[src/sdram_cfg_pkg.sv]
`default_nettype none

package sdram_cfg_pkg;

    // widths that carry a meaning
    typedef logic [22:0] addr_t;
    typedef logic [31:0] data_t;
    typedef logic [1:0]  bank_t;
    typedef logic [12:0] row_t;
    typedef logic [7:0]  col_t;
    typedef logic [12:0] pin_addr_t;
    typedef logic [7:0]  delay_t;
    typedef logic [9:0]  refresh_cnt_t;

    // user address split: row | bank | column
    localparam int BANK_LSB = 8;
    localparam int BANK_MSB = 9;
    localparam int ROW_LSB  = 10;
    localparam int COL_MSB  = 7;

    localparam int NUM_BANKS = 4;

    // reserved, burst access, standard op, cas 2, sequential, burst 4
    localparam pin_addr_t MODE_WORD = {3'b000, 1'b0, 2'b00, 3'b010, 1'b0, 3'b010};

    // extra wait cycles after each command
    localparam delay_t T_CAS_DEF = 8'd2;
    localparam delay_t T_PRE_DEF = 8'd2;
    localparam delay_t T_ACT_DEF = 8'd2;
    localparam delay_t T_REF_DEF = 8'd6;

    localparam refresh_cnt_t REFRESH_INTERVAL_DEF = 10'd750;

endpackage

`default_nettype wire

[src/sdram_cmd_pkg.sv]
`default_nettype none

package sdram_cmd_pkg;

    // bits are {cs, ras, cas, we}
    typedef enum logic [3:0] {
        CMD_DESELECT  = 4'b1000,
        CMD_NOP       = 4'b0111,
        CMD_ACTIVE    = 4'b0011,
        CMD_READ      = 4'b0101,
        CMD_WRITE     = 4'b0100,
        CMD_PRECHARGE = 4'b0010,
        CMD_REFRESH   = 4'b0001,
        CMD_LOAD_MODE = 4'b0000
    } sdram_cmd_e;

    typedef enum logic [3:0] {
        ST_INIT,
        ST_IDLE,
        ST_WAIT,
        ST_REFRESH,
        ST_ACTIVATE,
        ST_READ,
        ST_READ_RES,
        ST_WRITE,
        ST_PRECHARGE
    } seq_state_e;

    typedef struct packed {
        logic                 write;
        sdram_cfg_pkg::addr_t addr;
        sdram_cfg_pkg::data_t data;
    } user_req_t;

    // one command as the sequencer issues it
    typedef struct packed {
        sdram_cmd_e               cmd;
        sdram_cfg_pkg::bank_t     bank;
        sdram_cfg_pkg::pin_addr_t addr;
        sdram_cfg_pkg::data_t     wdata;
        logic                     write;
    } sdram_cmd_t;

    typedef struct packed {
        logic                     cke;
        logic                     cs;
        logic                     ras;
        logic                     cas;
        logic                     we;
        sdram_cfg_pkg::bank_t     bank;
        sdram_cfg_pkg::pin_addr_t addr;
    } sdram_pins_t;

endpackage

`default_nettype wire

[src/sdram_request_queue.sv]
`default_nettype none

module sdram_request_queue (
    input  wire logic                    clk,
    input  wire logic                    rst,
    input  wire logic                    in_valid,
    input  wire logic                    rw,
    input  wire sdram_cfg_pkg::addr_t    user_addr,
    input  wire sdram_cfg_pkg::data_t    data_in,
    input  wire logic                    req_release,
    output sdram_cmd_pkg::user_req_t     pending_req,
    output logic                         pending,
    output logic                         busy
);

    logic full;

    // comes out of reset full, emptied by the first release after init
    always_ff @(posedge clk) begin
        if (rst) begin
            full <= 1'b1;
        end else if (req_release) begin
            full <= 1'b0;
        end else if (in_valid && !full) begin
            full <= 1'b1;
        end
    end

    // payload only
    always_ff @(posedge clk) begin
        if (in_valid && !full) begin
            pending_req.write <= rw;
            pending_req.addr  <= user_addr;
            pending_req.data  <= data_in;
        end
    end

    assign pending = full;
    assign busy    = full;

endmodule

`default_nettype wire

[src/sdram_bank_tracker.sv]
`default_nettype none

module sdram_bank_tracker (
    input  wire logic                 clk,
    input  wire logic                 rst,
    input  wire logic                 activate,
    input  wire logic                 precharge,
    input  wire logic                 precharge_all,
    input  wire sdram_cfg_pkg::bank_t cmd_bank,
    input  wire sdram_cfg_pkg::row_t  cmd_row,
    input  wire sdram_cfg_pkg::bank_t query_bank,
    input  wire sdram_cfg_pkg::row_t  query_row,
    output logic                      bank_open,
    output logic                      row_hit
);

    import sdram_cfg_pkg::*;

    logic [NUM_BANKS-1:0] open_flag;
    row_t                 open_row [NUM_BANKS];

    always_ff @(posedge clk) begin
        if (rst) begin
            open_flag <= '0;
        end else begin
            if (precharge) begin
                if (precharge_all) begin
                    open_flag <= '0;
                end else begin
                    open_flag[cmd_bank] <= 1'b0;
                end
            end
            if (activate) begin
                open_flag[cmd_bank] <= 1'b1;
            end
        end
    end

    // row table, only meaningful while the flag is set
    always_ff @(posedge clk) begin
        if (activate) begin
            open_row[cmd_bank] <= cmd_row;
        end
    end

    assign bank_open = open_flag[query_bank];
    assign row_hit   = bank_open && (open_row[query_bank] == query_row);

endmodule

`default_nettype wire

[src/sdram_timer.sv]
`default_nettype none

module sdram_timer #(
    parameter sdram_cfg_pkg::refresh_cnt_t refresh_interval = sdram_cfg_pkg::REFRESH_INTERVAL_DEF
) (
    input  wire logic                  clk,
    input  wire logic                  rst,
    input  wire logic                  delay_load,
    input  wire sdram_cfg_pkg::delay_t delay_value,
    output logic                       delay_done,
    input  wire logic                  refresh_ack,
    output logic                       refresh_due
);

    import sdram_cfg_pkg::*;

    localparam refresh_cnt_t refresh_last = refresh_interval - 1'b1;

    delay_t       delay_cnt;
    refresh_cnt_t refresh_cnt;

    //////////////////////////////
    // command wait
    //////////////////////////////

    // counts down to zero and parks there
    always_ff @(posedge clk) begin
        if (rst) begin
            delay_cnt <= '0;
        end else if (delay_load) begin
            delay_cnt <= delay_value;
        end else if (delay_cnt != '0) begin
            delay_cnt <= delay_cnt - 1'b1;
        end
    end

    assign delay_done = (delay_cnt == '0);

    //////////////////////////////
    // refresh interval
    //////////////////////////////

    always_ff @(posedge clk) begin
        if (rst) begin
            refresh_cnt <= '0;
            refresh_due <= 1'b0;
        end else if (refresh_cnt == refresh_last) begin
            // a new interval wins over a late ack
            refresh_cnt <= '0;
            refresh_due <= 1'b1;
        end else begin
            refresh_cnt <= refresh_cnt + 1'b1;
            if (refresh_ack) begin
                refresh_due <= 1'b0;
            end
        end
    end

endmodule

`default_nettype wire

[src/sdram_sequencer.sv]
`default_nettype none

module sdram_sequencer #(
    parameter sdram_cfg_pkg::delay_t t_cas = sdram_cfg_pkg::T_CAS_DEF,
    parameter sdram_cfg_pkg::delay_t t_pre = sdram_cfg_pkg::T_PRE_DEF,
    parameter sdram_cfg_pkg::delay_t t_act = sdram_cfg_pkg::T_ACT_DEF,
    parameter sdram_cfg_pkg::delay_t t_ref = sdram_cfg_pkg::T_REF_DEF
) (
    input  wire logic                      clk,
    input  wire logic                      rst,
    input  wire logic                      pending,
    input  wire sdram_cmd_pkg::user_req_t  pending_req,
    output logic                           req_release,
    input  wire logic                      bank_open,
    input  wire logic                      row_hit,
    output logic                           activate,
    output logic                           precharge,
    output logic                           precharge_all,
    output sdram_cfg_pkg::bank_t           cmd_bank,
    output logic                           delay_load,
    output sdram_cfg_pkg::delay_t          delay_value,
    input  wire logic                      delay_done,
    input  wire logic                      refresh_due,
    output logic                           refresh_ack,
    output sdram_cmd_pkg::sdram_cmd_t      next_cmd,
    output logic                           capture
);

    import sdram_cfg_pkg::*;
    import sdram_cmd_pkg::*;

    seq_state_e state, state_d;
    seq_state_e next_state, next_state_d;
    user_req_t  req, req_d;
    logic       pre_all, pre_all_d;
    row_t       req_row;
    col_t       req_col;

    assign cmd_bank = req.addr[BANK_MSB:BANK_LSB];
    assign req_row  = req.addr[ROW_LSB +: $bits(row_t)];
    assign req_col  = req.addr[COL_MSB:0];

    always_comb begin
        state_d       = state;
        next_state_d  = next_state;
        req_d         = req;
        pre_all_d     = pre_all;
        next_cmd      = '{cmd: CMD_NOP, bank: '0, addr: '0, wdata: '0, write: 1'b0};
        req_release   = 1'b0;
        activate      = 1'b0;
        precharge     = 1'b0;
        precharge_all = 1'b0;
        delay_load    = 1'b0;
        delay_value   = '0;
        refresh_ack   = 1'b0;
        capture       = 1'b0;
        case (state)
            ST_INIT: begin
                next_cmd.cmd  = CMD_LOAD_MODE;
                next_cmd.addr = MODE_WORD;
                req_release   = 1'b1;
                state_d       = ST_IDLE;
            end
            ST_IDLE: begin
                // refresh always goes ahead of a waiting request
                if (refresh_due) begin
                    refresh_ack  = 1'b1;
                    pre_all_d    = 1'b1;
                    state_d      = ST_PRECHARGE;
                    next_state_d = ST_REFRESH;
                end else if (pending) begin
                    req_release = 1'b1;
                    req_d       = pending_req;
                    if (!bank_open) begin
                        state_d = ST_ACTIVATE;
                    end else if (row_hit) begin
                        state_d = pending_req.write ? ST_WRITE : ST_READ;
                    end else begin
                        pre_all_d    = 1'b0;
                        state_d      = ST_PRECHARGE;
                        next_state_d = ST_ACTIVATE;
                    end
                end
            end
            ST_WAIT: begin
                if (delay_done) begin
                    state_d = next_state;
                end
            end
            ST_PRECHARGE: begin
                next_cmd.cmd      = CMD_PRECHARGE;
                next_cmd.bank     = pre_all ? '0 : cmd_bank;
                next_cmd.addr[10] = pre_all;
                precharge         = 1'b1;
                precharge_all     = pre_all;
                delay_load        = 1'b1;
                delay_value       = t_pre;
                state_d           = ST_WAIT;
            end
            ST_REFRESH: begin
                next_cmd.cmd = CMD_REFRESH;
                delay_load   = 1'b1;
                delay_value  = t_ref;
                state_d      = ST_WAIT;
                next_state_d = ST_IDLE;
            end
            ST_ACTIVATE: begin
                next_cmd.cmd  = CMD_ACTIVE;
                next_cmd.bank = cmd_bank;
                next_cmd.addr = req_row;
                activate      = 1'b1;
                delay_load    = 1'b1;
                delay_value   = t_act;
                state_d       = ST_WAIT;
                next_state_d  = req.write ? ST_WRITE : ST_READ;
            end
            ST_READ: begin
                next_cmd.cmd  = CMD_READ;
                next_cmd.bank = cmd_bank;
                next_cmd.addr = {3'b000, req_col, 2'b00};
                delay_load    = 1'b1;
                delay_value   = t_cas;
                state_d       = ST_WAIT;
                next_state_d  = ST_READ_RES;
            end
            ST_READ_RES: begin
                capture = 1'b1;
                state_d = ST_IDLE;
            end
            ST_WRITE: begin
                next_cmd.cmd   = CMD_WRITE;
                next_cmd.bank  = cmd_bank;
                next_cmd.addr  = {3'b000, req_col, 2'b00};
                next_cmd.wdata = req.data;
                next_cmd.write = 1'b1;
                state_d        = ST_IDLE;
            end
            default: state_d = ST_INIT;
        endcase
    end

    always_ff @(posedge clk) begin
        if (rst) begin
            state      <= ST_INIT;
            next_state <= ST_IDLE;
            pre_all    <= 1'b0;
        end else begin
            state      <= state_d;
            next_state <= next_state_d;
            pre_all    <= pre_all_d;
        end
    end

    // latched request, payload only
    always_ff @(posedge clk) begin
        req <= req_d;
    end

endmodule

`default_nettype wire

[src/sdram_pin_driver.sv]
`default_nettype none

module sdram_pin_driver (
    input  wire logic                       clk,
    input  wire logic                       rst,
    input  wire sdram_cmd_pkg::sdram_cmd_t  next_cmd,
    input  wire logic                       capture,
    input  wire sdram_cfg_pkg::data_t       sdram_dqi,
    output sdram_cmd_pkg::sdram_pins_t      pins,
    output sdram_cfg_pkg::data_t            sdram_dqo,
    output sdram_cfg_pkg::data_t            data_out,
    output logic                            out_valid
);

    import sdram_cmd_pkg::*;

    // pins follow the sequencer by one cycle
    always_ff @(posedge clk) begin
        if (rst) begin
            pins.cke                                <= 1'b0;
            {pins.cs, pins.ras, pins.cas, pins.we}  <= CMD_NOP;
            pins.bank                               <= '0;
            pins.addr                               <= '0;
            sdram_dqo                               <= '0;
            out_valid                               <= 1'b0;
        end else begin
            pins.cke                                <= 1'b1;
            {pins.cs, pins.ras, pins.cas, pins.we}  <= next_cmd.cmd;
            pins.bank                               <= next_cmd.bank;
            pins.addr                               <= next_cmd.addr;
            // data bus quiet except in the write cycle
            sdram_dqo                               <= next_cmd.write ? next_cmd.wdata : '0;
            out_valid                               <= capture;
        end
    end

    // read data, held until the next capture
    always_ff @(posedge clk) begin
        if (capture) begin
            data_out <= sdram_dqi;
        end
    end

endmodule

`default_nettype wire

[src/sdram_ctrl_top.sv]
`default_nettype none

module sdram_ctrl_top #(
    parameter sdram_cfg_pkg::delay_t       t_cas            = sdram_cfg_pkg::T_CAS_DEF,
    parameter sdram_cfg_pkg::delay_t       t_pre            = sdram_cfg_pkg::T_PRE_DEF,
    parameter sdram_cfg_pkg::delay_t       t_act            = sdram_cfg_pkg::T_ACT_DEF,
    parameter sdram_cfg_pkg::delay_t       t_ref            = sdram_cfg_pkg::T_REF_DEF,
    parameter sdram_cfg_pkg::refresh_cnt_t refresh_interval = sdram_cfg_pkg::REFRESH_INTERVAL_DEF
) (
    input  wire logic                  clk,
    input  wire logic                  rst,
    input  wire sdram_cfg_pkg::addr_t  user_addr,
    input  wire logic                  rw,
    input  wire sdram_cfg_pkg::data_t  data_in,
    input  wire logic                  in_valid,
    input  wire sdram_cfg_pkg::data_t  sdram_dqi,
    output sdram_cfg_pkg::data_t       data_out,
    output logic                       busy,
    output logic                       out_valid,
    output sdram_cmd_pkg::sdram_pins_t pins,
    output sdram_cfg_pkg::data_t       sdram_dqo
);

    import sdram_cfg_pkg::*;
    import sdram_cmd_pkg::*;

    user_req_t  pending_req;
    logic       pending;
    logic       req_release;
    logic       bank_open;
    logic       row_hit;
    logic       activate;
    logic       precharge;
    logic       precharge_all;
    bank_t      cmd_bank;
    logic       delay_load;
    delay_t     delay_value;
    logic       delay_done;
    logic       refresh_due;
    logic       refresh_ack;
    sdram_cmd_t next_cmd;
    logic       capture;

    sdram_request_queue u_queue (
        .clk(clk), .rst(rst), .in_valid(in_valid), .rw(rw), .user_addr(user_addr),
        .data_in(data_in), .req_release(req_release), .pending_req(pending_req),
        .pending(pending), .busy(busy)
    );

    // row for an activate rides on the command's pin address
    sdram_bank_tracker u_banks (
        .clk(clk), .rst(rst), .activate(activate), .precharge(precharge),
        .precharge_all(precharge_all), .cmd_bank(cmd_bank), .cmd_row(next_cmd.addr),
        .query_bank(pending_req.addr[BANK_MSB:BANK_LSB]),
        .query_row(pending_req.addr[ROW_LSB +: $bits(row_t)]),
        .bank_open(bank_open), .row_hit(row_hit)
    );

    sdram_timer #(.refresh_interval(refresh_interval)) u_timer (
        .clk(clk), .rst(rst), .delay_load(delay_load), .delay_value(delay_value),
        .delay_done(delay_done), .refresh_ack(refresh_ack), .refresh_due(refresh_due)
    );

    sdram_sequencer #(.t_cas(t_cas), .t_pre(t_pre), .t_act(t_act), .t_ref(t_ref)) u_seq (
        .clk(clk), .rst(rst), .pending(pending), .pending_req(pending_req),
        .req_release(req_release), .bank_open(bank_open), .row_hit(row_hit),
        .activate(activate), .precharge(precharge), .precharge_all(precharge_all),
        .cmd_bank(cmd_bank), .delay_load(delay_load), .delay_value(delay_value),
        .delay_done(delay_done), .refresh_due(refresh_due), .refresh_ack(refresh_ack),
        .next_cmd(next_cmd), .capture(capture)
    );

    sdram_pin_driver u_pins (
        .clk(clk), .rst(rst), .next_cmd(next_cmd), .capture(capture),
        .sdram_dqi(sdram_dqi), .pins(pins), .sdram_dqo(sdram_dqo),
        .data_out(data_out), .out_valid(out_valid)
    );

endmodule

`default_nettype wire

[config.mk]
export PLATFORM = sky130hd
export DESIGN_NAME = sdram_ctrl_top
export DESIGN_NICKNAME = d
export VERILOG_FILES = /design/src/sdram_cfg_pkg.sv /design/src/sdram_cmd_pkg.sv /design/src/sdram_request_queue.sv /design/src/sdram_bank_tracker.sv /design/src/sdram_timer.sv /design/src/sdram_sequencer.sv /design/src/sdram_pin_driver.sv /design/src/sdram_ctrl_top.sv
export SDC_FILE = /design/constraint.sdc
export NUM_CORES = 1
export LEC_CHECK = 0
export BUFFER_PORTS_ARGS = -buffer_cell sky130_fd_sc_hd__clkbuf_2
export CAP_MARGIN = 15
export CORE_ASPECT_RATIO = 1.25
export CORE_UTILIZATION = 55
export CTS_BUF_LIST = sky130_fd_sc_hd__clkbuf_8
export DETAILED_ROUTE_END_ITERATION = 10
export PLACE_DENSITY = 0.78
export SLEW_MARGIN = 20
export SYNTH_ARGS = -nofsm -noshare
export SYNTH_HDL_FRONTEND = slang
export SYNTH_SLANG_ARGS = --single-unit
[constraint.sdc]
create_clock -name clk -period 5.15 [get_ports clk]
set_clock_uncertainty 0.05 [all_clocks]
set_input_delay 0 -clock clk [delete_from_list [all_inputs] [get_ports clk]]
set_output_delay 0 -clock clk [all_outputs]
set_load 0.02 [all_outputs]
==> results of run 1 <==
==> synthesized netlist by cell type (14+ instances only) <==
| cell | instances |
|---|---|
| dfxtp_1 | 86 |
| nand2_1 | 24 |
| and2_1 | 47 |
| clkbuf_1 | 20 |
| xnor2_1 | 15 |
| inv_1 | 14 |
| a21oi_1 | 19 |
| nor2_1 | 34 |
| edfxtp_1 | 196 |
| o21ai_0 | 18 |
==> stage by stage <==
stage	cell area, µm²	setup slack (ns)	total power, mW
after floorplan	9790	1.48	3.61
after global placement	10900	2.50	3.83
after detailed placement	10900	2.40	3.90
after CTS	12600	2.41	5.65
after global routing	12600	2.13	5.89
final	12600	2.37	5.66
==> cell type report <==
class,count,area share (%)
Clock buffer,45,4.91
Clock inverter,28,1.40
Inverter,14,0.417
Multi-Input combinational cell,285,16.2
Sequential cell,282,60.3
Tap cell,224,2.22
Timing Repair Buffer,270,14.5
==> power by group <==
| part | internal [mW] | total [mW] | switching (mW) |
|---|---|---|---|
| registers | 2.83 | 3.02 | 0.188 |
| logic | 0.351 | 0.924 | 0.573 |
| clock network | 0.909 | 1.72 | 0.807 |
| total | 4.09 | 5.66 | 1.57 |
==> state kept, by name, indices dropped and copies added, names as in the netlist, named ones only <==
signal,cells
u_pins.data_out,32
u_timer.refresh_cnt,10
u_pins.pins,19
u_seq.cmd_bank,2
u_banks.open_flag,4
u_timer.refresh_due,1
u_queue.pending_req,56
u_banks.open_row,52
u_queue.busy,1
u_seq.next_state,3
u_pins.sdram_dqo,32
u_pins.out_valid,1
u_timer.delay_cnt,8
u_seq.req,54
u_seq.state,4
u_seq.pre_all,1
==> worst max-delay path by stage <==
stage / end / from
after global placement: u_banks.open_row[1][0]$_DFFE_PP_ / u_seq.state[2]$_SDFFE_PP0P_
after CTS: u_banks.open_row[0][12]$_DFFE_PP_ / u_seq.state[2]$_SDFFE_PP0P_
after global routing: u_seq.state[3]$_SDFFE_PP0P_ / flop
after floorplan: flop / u_queue.busy$_SDFFE_PP1P_
final: u_seq.state[3]$_SDFFE_PP0P_ / flop
after detailed placement: u_banks.open_row[0][12]$_DFFE_PP_ / u_seq.state[2]$_SDFFE_PP0P_
==> logic make-up after synthesis <==
logic type	Yosys count	share of synthesized area (%)
muxes	18	3.71
other	1	0.0383
xor gates and xnor gates	28	2.50
DFF	282	77.7
AOI/OAI and AO/OA	71	4.87
buffers and inverters	38	1.72
adders and majority gates	4	0.511
and+or+nand+nor	163	8.97
==> metal layers <==
layer  GRT usage [%]  share of wire, %  routed length [µm]
met3            4.67               6.8                1420
met5               0                 0                   0
met1            25.7                37                7660
met4            8.95               2.6                 551
met2            43.9                54               11300
==> worst max-delay path: cells and delay by family, from the launching register on <==
family | cells | cell delay (ns)
and+or+nand+nor | 2 | 0.54
xor gates and xnor gates | 1 | 0.26
AOI/OAI and AO/OA | 2 | 0.39
DFF | 1 | 0.77
muxes | 1 | 0.67
==> results by stage, run 1 <==
Floorplan:
- The width of the die is 121 µm.
- In this run the core area contains 54 standard-cell rows.
- The initial cell density of the core is 56.2%.
- The area of the die is 18300 µm².
- The boundary pin count is 177.
- The standard cell core area is 17400 µm².
- The die height is 151 µm.

Final layout:
- The count of nets after finishing is 988.
- The repair_antennas step left the layout with diodes totalling 0.
- After the flow finishes, the layout carries non-filler instances totaling 1148.
- The layout cell share with drive strength beyond 1 is 27.4%.
- In the layout the commonest cells are edfxtp_1 (196), clkbuf_2 (175), dlygate4sd3_1 (90).
- The most frequent standard cell in the layout excluding fill and tap cells is edfxtp_1.
- The footprint of the multi-input gates is 2040 µm².
- The fill cell instance count of the final layout is 1103.
- At the end of the flow the core is filled with cells to 72.4%.
- The total area of sequential cells is 7610 µm².
- The area growth from synthesis to layout is 28.8%.

Global routing:
- The first global-routing pass estimated 32100 µm of wire.
- The via count of the first global-routing pass is 6274.
- The initial antenna violation count is 0.
- Global routing used 23.4% of the available tracks.
- The total grt overflow is 0.
- The largest net degree at the start of global routing is 41.

Worst setup path:
- The critical path is of the flop to flop type.
- The worst register-to-register path has a setup slack of 2.37 ns.
- The worst setup path is launched from a flop.
- The highest cell delay on the worst timing path is 0.77 ns.
- The worst setup path is captured at a flop.
- The critical path data arrival time is 3.16 ns.
- On the critical path, the stage with the largest delay is an instance of dfxtp_1.
- In this run the critical register-to-register path is captured at u_seq.state[3]$_SDFFE_PP0P_.
- Counting cells, the worst reg-to-reg path comes to 6.
- Of all nets on the critical path, the largest fanout is 13.
- The signal on the critical path passes through mux4_1 > xnor2_1 > nand4_1 > nor4_4 > a21boi_2 > a41o_1.
- For the worst setup path, the data required time is 5.53 ns.

Clock network:
- After clock tree synthesis, the clock-pin slew on the worst setup and hold paths is 0.06 ns.
- CTS saw 282 sinks.
- TritonCTS created 40 clock buffers.
- The clock tree synthesis step divided the H-tree into 2 levels.
- The later pin in the worst-skew pair is clocked with a latency of 0.54 ns.
- Post-CTS repair changed the size of 0 cells.
- The cell sitting at the root of the clock tree is a clkbuf_8.
- The clock passes through at most 3 buffers.
- For this design, the CTS-stage hold fixing added 90 buffers.
- In this run the post-CTS setup repair buffer count came out at 0.
- TritonCTS built the clock tree.

Synthesis:
- The cell area that synthesis handed to floorplanning was 9790 µm².
- For this run, the number of Yosys warnings is 0.
- Counting flops with a built-in enable in the synthesized netlist gives 196.
- Synthesis produced 605 cells.
- In the post-synthesis netlist, the biggest area contributors are edfxtp_1 (60%), dfxtp_1 (18%), and2_1 (3.0%).
- The share of synthesized area in the top cell type comes to 60.1%.
- The proportion of synthesized flip-flops having asynchronous set or reset is 0%.
- The unique cell type count in the Yosys netlist is 56.
- After synthesis the netlist holds a flip-flop and latch count of 282.
- The commonest register cell after synthesis is edfxtp_1.
- The portion of the post-synthesis area used by sequential elements is 77.7%.
- When the netlist entered floorplanning its net count stood at 700.
- The cell type with the highest aggregate area in the netlist is edfxtp_1.
- A synthesized cell averages 16.2 µm².

Place:
- Once detailed placement completed, the half-perimeter wirelength came to 12600 µm.
- During placement, the flow inserted port buffers numbering 175.
- The last weighted congestion value of the routability-driven placer is 0.804.
- The number of placed instances, taps included is 984.

STA:
- The total setup violations reported at the end of the flow is 0.
- The final hold slack is 0.120 ns.
- Setup repair after global routing left no endpoint under its margin.
- The minimum period implied by the final worst setup slack is 2.78 ns.
- The worst slew margin relative to its limit is 36.9%.
- At the pin with the least slew margin, the transition time is 0.947 ns.
- The final hold violation count is 0.
- The portion of the clock cycle consumed by the worst path in the final layout is 54.0%.
- The number of slew-limit violations in the final report is 0.
- After routing, the total negative slack on setup checks comes to 0 ns.
- Static timing analysis puts the maximum clock frequency at 0.359 GHz.

Worst hold path:
- For hold timing, the worst endpoint is u_queue.pending_req[6]$_DFFE_PP_.
- The number of stages on the worst hold path is 2.
- In this run the most critical hold path is launched from data_in[6].
- The class of the tightest hold or removal check is primary input to flop.

Pwr:
- For this design the static power due to leakage is 4.96 nW.
- The cell area power density is 449 nW/µm².
- The maximum ir drop on the vdd rail is 417 µV.

Routing:
- Across all layers, the routed design uses 6129 vias.
- For this block, the routed nets add up to 21000 µm of wire.
- The number of routed nets with antenna violations is 0.
- After detailed routing, the average wire length per cell comes to 18.3 µm.
- The starting DRC count in detailed routing is 437.
- In the routed layout, each cell is associated on average with a via count of 5.34.
- The iteration count of the initial detailed-routing pass is 5.
- For this run, design rule violations remaining after detail routing come to 0.

Run status:
- The run finished with clean final reports.

Job:
- The max-cap violation count is 0.
(Power assumes the default switching activity.)
==> run 2: changes to the inputs <==
--- a/config.mk
+++ b/config.mk
@@ -5,13 +5,14 @@
 export SDC_FILE = /design/constraint.sdc
 export NUM_CORES = 1
 export LEC_CHECK = 0
+export ABC_AREA = 1
 export BUFFER_PORTS_ARGS = -buffer_cell sky130_fd_sc_hd__clkbuf_2
 export CAP_MARGIN = 15
 export CORE_ASPECT_RATIO = 1.25
-export CORE_UTILIZATION = 55
+export CORE_UTILIZATION = 52
 export CTS_BUF_LIST = sky130_fd_sc_hd__clkbuf_8
 export DETAILED_ROUTE_END_ITERATION = 10
-export PLACE_DENSITY = 0.78
+export PLACE_DENSITY = 0.77
 export SLEW_MARGIN = 20
 export SYNTH_ARGS = -nofsm -noshare
 export SYNTH_HDL_FRONTEND = slang
==> constraint.sdc (replaced) <==
create_clock -name clk -period 2.35 [get_ports clk]
set_clock_uncertainty 0.05 [all_clocks]
set_input_delay 0 -clock clk [delete_from_list [all_inputs] [get_ports clk]]
set_output_delay 0 -clock clk [all_outputs]
set_load 0.02 [all_outputs]
==> results by stage, run 2 <==
STA:
- The final hold violation count is 0.
- Counting I/O delays and the setup requirement, the final critical path takes 2.14 ns.
- The number of slew-limit violations in the final report is 0.
- The total setup violations reported at the end of the flow is 0.
- The portion of the clock cycle consumed by the worst path in the final layout is 91.1%.
- The post-layout worst setup margin is 0.208 ns.
- The maximum operating frequency is 0.467 GHz.
- Headroom to the max-slew limit came out at 64.3%.
- Setup repair after global routing left no endpoint under its margin.
- For the pin with the worst max-slew slack, the measured transition is 0.531 ns.
- The total negative slack is 0 ns.

Worst setup path:
- The most critical setup path has its endpoint at u_banks.open_row[0][4]$_DFFE_PP_.
- The critical path data arrival time is 2.38 ns.
- STA puts the critical path data required time at 2.59 ns.
- STA classifies the critical path endpoint as a flop.
- The setup path with the least slack is of type flop to flop.
- The worst setup path is launched from a flop.
- The critical register-to-register path startpoint is u_seq.state[2]$_SDFFE_PP0P_.
- In this run the worst setup path begins at u_seq.state[2]$_SDFFE_PP0P_.
- The setup check on the worst reg-to-reg path leaves a slack of 0.21 ns.
- The endpoint identified for the worst register-to-register timing path is u_banks.open_row[0][4]$_DFFE_PP_.
- The logic depth of the worst register-to-register path is 7.
- The peak fanout along the critical path is 5.

Pwr:
- Dividing total power by cell area gives a power density of 993 nW/µm².
- The clock network is responsible for 30.7% of the overall power.
- The internal power component is 9.07 mW.
- The switching power is 3.73 mW.
- The reported leakage power is 5.54 nW.
- The fraction of power spent switching nets is 29.1%.
- The fraction of power consumed by combinational cells is 18.8%.
- Across the VDD grid, the largest voltage drop is 719 µV.
- Sequential cells burn 50.5% of the power.

Synthesis:
- By area the synthesized netlist is led by edfxtp_1 (60%), dfxtp_1 (17%), nand2_1 (5.6%).
- The combined area of all synthesized cells is 9870 µm².
- The portion of the post-synthesis area used by sequential elements is 77.1%.
- The number of nets produced by synthesis is 888.
- The unique cell type count in the Yosys netlist is 34.
- The proportion of synthesized flip-flops having asynchronous set or reset is 0%.
- The post-synthesis area per instance is 12.4 µm².
- The commonest register cell after synthesis is edfxtp_1.
- The commonest cells after synthesis are edfxtp_1 (196), nand2_1 (147), inv_1 (108), nor2_1 (89), dfxtp_1 (86).
- The portion of synthesized cell area occupied by the leading cell type is 59.6%.
- In this run, synthesis produced a sequential element count of 282.
- Synthesis handed over a netlist of 793 instances.
- The cell type with the highest aggregate area in the netlist is edfxtp_1.
- The most frequently used cell type in the post-synthesis netlist is edfxtp_1.
- Yosys mapped a number of flops with a built-in enable equal to 196.
- During synthesis, Yosys emitted a total of 0 warnings.

Worst hold path:
- The tightest min-delay check is of the primary input to flop type.

Place:
- The half-perimeter wire length of the detailed placement result is 13600 µm.
- The number of port buffers is 175.
- The last weighted congestion value of the routability-driven placer is 0.941.
- Before CTS, the worst setup slack after placement is 0.214 ns.

Global routing:
- Global routing used 22.5% of the available tracks across all layers.
- The total grt overflow is 0.
- The initial antenna violation count came to 0.
- The wire length of the first global-routing pass is 33700 µm.
- The largest net degree at the start of global routing is 38.
- The via count of the first global-routing pass is 6860.

Routing:
- The starting DRC count in detailed routing is 394.
- The via count of the routed design is 6749.
- In this run the remaining antenna-violating nets after routing total 0.
- The final routed DRC violation total is 11.
- The aggregate routed wire length is 21600 µm.
- After detailed routing, no signal wire sits above met4.
- Summed over all nets, wire length on met2 after detailed routing comes to 11800 µm.
- In the routed layout, each cell is associated on average with a via count of 4.91.
- After detailed routing, the met3 layer carries 1040 µm of wire.
- The wire length the detailed router placed on met1 is 8100 µm.
- After detailed routing, the average wire length per cell comes to 15.7 µm.
- The pre-antenna-repair detailed-routing pass consisted of 8 iterations.

Final layout:
- The largest registers in the layout are u_queue.pending_req (56), u_seq.req (54), u_banks.open_row (52).
- Leaving out fill and tap cells, the most frequent cells in the layout are edfxtp_1 (196), clkbuf_2 (175), nand2_1 (147).
- After the last flow step, the layout net total stands at 1203.
- More flip-flops sit in one register than any other, and that register is u_queue.pending_req.
- The library cell used most frequently in the layout, excluding fill and tap cells, is edfxtp_1.
- The register with the most flip-flops in the layout has 56 of them.
- The final antenna diode count is 0.
- The area growth from synthesis to layout is 30.6%.
- The post-route netlist has 23.9% of its cells at a drive strength greater than 1.

Floorplan:
- The initial cell density of the core is 52.8%.
- In this run the horizontal extent of the chip is 125 µm.
- The standard cell core area is 18700 µm².
- The number of cell rows is 56.
- The die covers 19500 µm².
- From bottom edge to top edge, the die measures 156 µm.
- The boundary pin count is 177.

Clock network:
- Clock-pin slew was measured on the worst setup and hold paths at 0.07 ns.
- The clock insertion delay at the later pin of the skew report is 0.56 ns.
- The number of H-tree branching levels is 2.
- The deepest clock path buffer count is 3.
- Counting the buffers created by CTS gives 43.
- The cell chosen for the clock root is clkbuf_8.
- Counting every sink on the clock net gives 282.
- The number of setup buffers added after CTS is 0.
- TritonCTS built the clock tree.

Run status:
- The flow ran to the end, but the final reports show violations.
- The final reports fail on design-rule violations.

Job:
- Max-cap violations in this run came to 0.
## run 2: stage by stage
stage	utilization (%)	power, mW	cells	hold slack, ns	area [µm²]
floorplan	-	8.06	793	0.0489	9880
global placement	59.5	8.73	1205	0.126	11100
detailed placement	59.5	8.82	1205	0.129	11100
CTS	68.9	12.8	1375	0.0819	12900
global route	68.9	13.4	1375	0.0817	12900
finish	68.9	12.8	1375	0.102	12900
## run 2: repair_timing
action | CTS | global route
endpoints found under the hold margin | 116 | 0
hold buffers | 90 | 0
setup endpoints to repair | 0 | 1
resized for setup | 0 | 1
## run 2: logic make-up (layout without fill, tap and decap cells)
| kind of cell | after synthesis | count (layout) | synth area share [%] |
|---|---|---|---|
| and+or+nand+nor | 316 | 316 | 13.5 |
| buffers and inverters | 127 | 477 | 5.27 |
| DFF | 282 | 282 | 77.1 |
| AOI/OAI and AO/OA | 59 | 59 | 3.23 |
| adders and majority gates | 4 | 4 | 0.507 |
| xor gates and xnor gates | 4 | 4 | 0.355 |
| other | 1 | 1 | 0.0380 |
## run 2: worst min path at each step
stage                        from                           endpoint  slack (ns)  depth (start not counted)
detailed placement  sdram_dqi[25]      u_pins.data_out[25]$_DFFE_PP_        0.13                          1
CTS                   data_in[16]  u_queue.pending_req[16]$_DFFE_PP_        0.08                          2
global route          data_in[13]  u_queue.pending_req[13]$_DFFE_PP_        0.08                          2
global placement       data_in[9]   u_queue.pending_req[9]$_DFFE_PP_        0.13                          1
floorplan            sdram_dqi[0]       u_pins.data_out[0]$_DFFE_PP_        0.05                          0
finish              user_addr[16]  u_queue.pending_req[48]$_DFFE_PP_        0.10                          2
## run 2: layout make-up
type | instances | area [µm²]
fill | 1288 | 5810
clock inverter | 30 | 161
sequential | 282 | 7610
clock buffer | 50 | 688
multi-input combinational | 384 | 1770
timing repair buffer | 286 | 1960
tap | 232 | 290
inverter | 111 | 422
## run 2: power by group through the flow
stage	logic (mW)	clock network, mW	registers (mW)
after CTS	2.40	3.97	6.46
after floorplan	1.46	0	6.59
after global placement	2.19	0	6.54
final	2.41	3.93	6.46
after detailed placement	2.26	0	6.56
after global routing	2.69	4.22	6.52
## run 2: critical path, stage by stage, from the launching register on
cell,delay [ns]
dfxtp_1,0.37
inv_1,0.05
nor2_1,0.16
inv_1,0.16
nor2_1,0.19
clkinv_1,0.24
buf_4,0.24
o22ai_1,0.42
## run 2: metal layers
layer | up-vias | track usage, %
li1 | 3279 | -
met3 | 53 | 4.12
met4 | 0 | 10.7
met2 | 218 | 43.4
met1 | 3199 | 23.6
met5 | - | 0
==> run 3: changes to the inputs <==
==> constraint.sdc (replaced) <==
create_clock -name clk -period 2.35 [get_ports clk]
set_clock_uncertainty 0.05 [all_clocks]
set_input_delay 0.3525 -clock clk [delete_from_list [all_inputs] [get_ports clk]]
set_output_delay 0.3525 -clock clk [all_outputs]
set_load 0.02 [all_outputs]
==> results by stage, run 3 (synthesis results as in run 2) <==
Run status:
- The run finished, with violations left.
- The final reports fail on design-rule violations.

Clock network:
- The CTS buffer count is 42.
- Clock latency on the worst-skew pair, taken at its later pin, is 0.55 ns.
- The clock transition at the registers of the reported paths is 0.06 ns.
- The deepest clock path buffer count is 3.
- The clock tree from TritonCTS is yes.
- Clock tree synthesis found a total of 282 sinks.
- The number of gates resized after CTS was 0.
- The number of H-tree branching levels is 2.
- The cell sitting at the root of the clock tree is a clkbuf_8.

Floorplan:
- In this run the vertical extent of the chip is 156 µm.
- Row generation in the floorplan step produced 56 rows.
- The area of the die is 19500 µm².
- 177 I/O pins were placed.
- The initial cell density of the core is 52.8%.
- The standard cell core area is 18700 µm².
- In this run the horizontal extent of the chip is 125 µm.

STA:
- The minimum period implied by the final worst setup slack is 2.17 ns.
- On the final layout, the worst hold slack is 0.0892 ns.
- After layout, the worst path uses 92.4% of the clock period.
- Setup violations remaining at the end of the flow were counted as 0.
- In this run the tightest slew margin relative to its limit is 65.2%.
- The number of slew-limit violations in the final report is 0.
- The maximum operating frequency is 0.461 GHz.
- The total negative slack is 0 ns.
- The worst path meets setup with 0.179 ns of slack.
- The final hold violation count was 0.
- Setup repair after global routing left no endpoint under its margin.
- The actual slew at the worst max-slew pin is 0.518 ns.

Worst setup path:
- The worst setup path is launched from a flop.
- The critical path data arrival time is 2.40 ns.
- Among cell families on the critical path, the largest total delay comes from buffers and inverters.
- The required time of the critical path is 2.58 ns.
- The slowest stage of the critical path belongs to the cell o22ai_1.
- The type of the worst setup path is flop to flop.
- The highest cell delay on the worst timing path is 0.41 ns.
- Across all register-to-register paths, the minimum setup slack is 0.18 ns.
- The capturing element type of the critical path is a flop.
- In this run the worst path has a maximum fanout of 5.
- The number of buffers and inverters on the critical path is 4.
- The critical path goes through inv_1 > nor2_1 > inv_1 > nor2_1 > clkinv_1 > buf_4 > o22ai_1.

Final layout:
- The layout cell share with drive strength beyond 1 is 24.2%.
- Once layout is complete, the cells apart from fillers number 1370.
- 0 antenna diodes ended up in the layout.
- In the final design database the tool counted 1200 nets.
- The flip-flop count of the largest register after layout is 56.
- The cell area after layout is 12800 µm².
- The most frequent standard cell in the layout excluding fill and tap cells is edfxtp_1.
- Measured on the finished design, the core utilization comes to 68.7%.
- The area growth from synthesis to layout is 30.1%.
- In the layout the commonest cells are edfxtp_1 (196), clkbuf_2 (175), nand2_1 (147).
- The register with the most flip-flops in the final layout is u_queue.pending_req.
- The largest registers in the layout are u_queue.pending_req (56), u_seq.req (54), u_banks.open_row (52).

Routing:
- The first routing iteration left 445 violations.
- Once detail routing completed, the nets flagged for antenna violations numbered 0.
- The final routed DRC violation total is 11.
- Using the TritonRoute via totals, the vias-per-cell ratio works out to 4.85.
- Detailed routing inserted a total of 6639 vias.
- The first TritonRoute pass finished after 10 iterations.
- The aggregate routed wire length is 21500 µm.
- The average wire per standard cell is 15.7 µm.

Pwr:
- The maximum ir drop on the vdd rail is 846 µV.
- Internal power comes to 9.04 mW.
- The cell area power density is 991 nW/µm².
- Of the total power, the clock network draws 30.5%.
- Net switching is 29.0% of the power.
- Of the total power, registers draw 50.8%.
- Combinational cells account for 18.7% of the total power.
- Summing internal, switching and leakage power gives 12.7 mW.
- The reported leakage power is 5.51 nW.
- The switching power is 3.69 mW.

Place:
- The number of placed instances, taps included is 1205.
- The last weighted congestion value of the routability-driven placer is 0.935.
- Input and output buffers added on the ports amount to 175.
- OpenSTA, run right after detailed placement, puts the worst setup slack at 0.162 ns.
- In this run the cell area measured after placement is 11100 µm².
- Once detailed placement completed, the half-perimeter wirelength came to 13400 µm.

Job:
- The tool flagged a number of max-cap violations equal to 0.

Global routing:
- The largest net degree at the start of global routing is 38.
- The initial antenna violation count came to 0.
- Global routing used 22.4% of the available tracks.
- The via count of the first global-routing pass is 6718.
- The wire length of the first global-routing pass is 33600 µm.
- The total grt overflow is 0.

Worst hold path:
- The class of the tightest hold or removal check is primary input to flop.
==> run 3: changes by cell type in the layout (fill, tap and decap cells not counted) <==
cell           before  now
clkbuf_8           50   46
clkinv_1            7    6
inv_8               1    0
inv_1             123  118
clkinv_4            0    1
clkinv_2            4   10
o22ai_2             1    0
o22ai_1             6    7
bufinv_16           1    2
dlygate4sd3_1      90   88
==> run 3: power by group through the flow <==
stage | Clock (mW) | Sequential, mW | Combinational [mW]
2_1_floorplan | 0 | 6.59 | 1.46
3_3_place_gp | 0 | 6.53 | 2.19
3_5_place_dp | 0 | 6.56 | 2.25
4_1_cts | 3.95 | 6.46 | 2.39
5_1_grt | 4.19 | 6.52 | 2.68
6_report | 3.88 | 6.46 | 2.39
==> run 3: what timing repair did <==
action / CTS / global route
hold endpoints to repair: 89 / 0
setup buffers: 0 / 0
hold buffers: 88 / 0
==> run 3: worst paths after layout <==
path,depth (start not counted),startpoint,to
setup / recovery,7,u_seq.state[2]$_SDFFE_PP0P_,u_banks.open_row[1][4]$_DFFE_PP_
hold / removal,3,in_valid,u_queue.busy$_SDFFE_PP1P_
setup reg to reg,7,u_seq.state[2]$_SDFFE_PP0P_,u_banks.open_row[1][4]$_DFFE_PP_
hold reg to reg,0,u_queue.pending_req[2]$_DFFE_PP_,u_seq.req[2]$_DFFE_PP_
==> run 3: layout make-up <==
type	instances	area [µm²]
Fill cell	1296	5860
Sequential cell	282	7610
Tap cell	232	290
Clock buffer	46	633
Timing Repair Buffer	284	1940
Multi-Input combinational cell	384	1760
Clock inverter	31	196
Inverter	111	422
==> run 3: tightest hold or removal path, stage by stage <==
cell and delay [ns]:
clkbuf_2 0.09, o21ai_0 0.06, o21ai_0 0.14
==> run 3: metal layers <==
metal	up-vias	track usage, %	wire length [µm]
li1	3265	-	-
met1	3130	23.8	8100
met2	204	43.3	11800
met3	40	4.77	1070
met4	0	8.19	467
met5	-	0	0
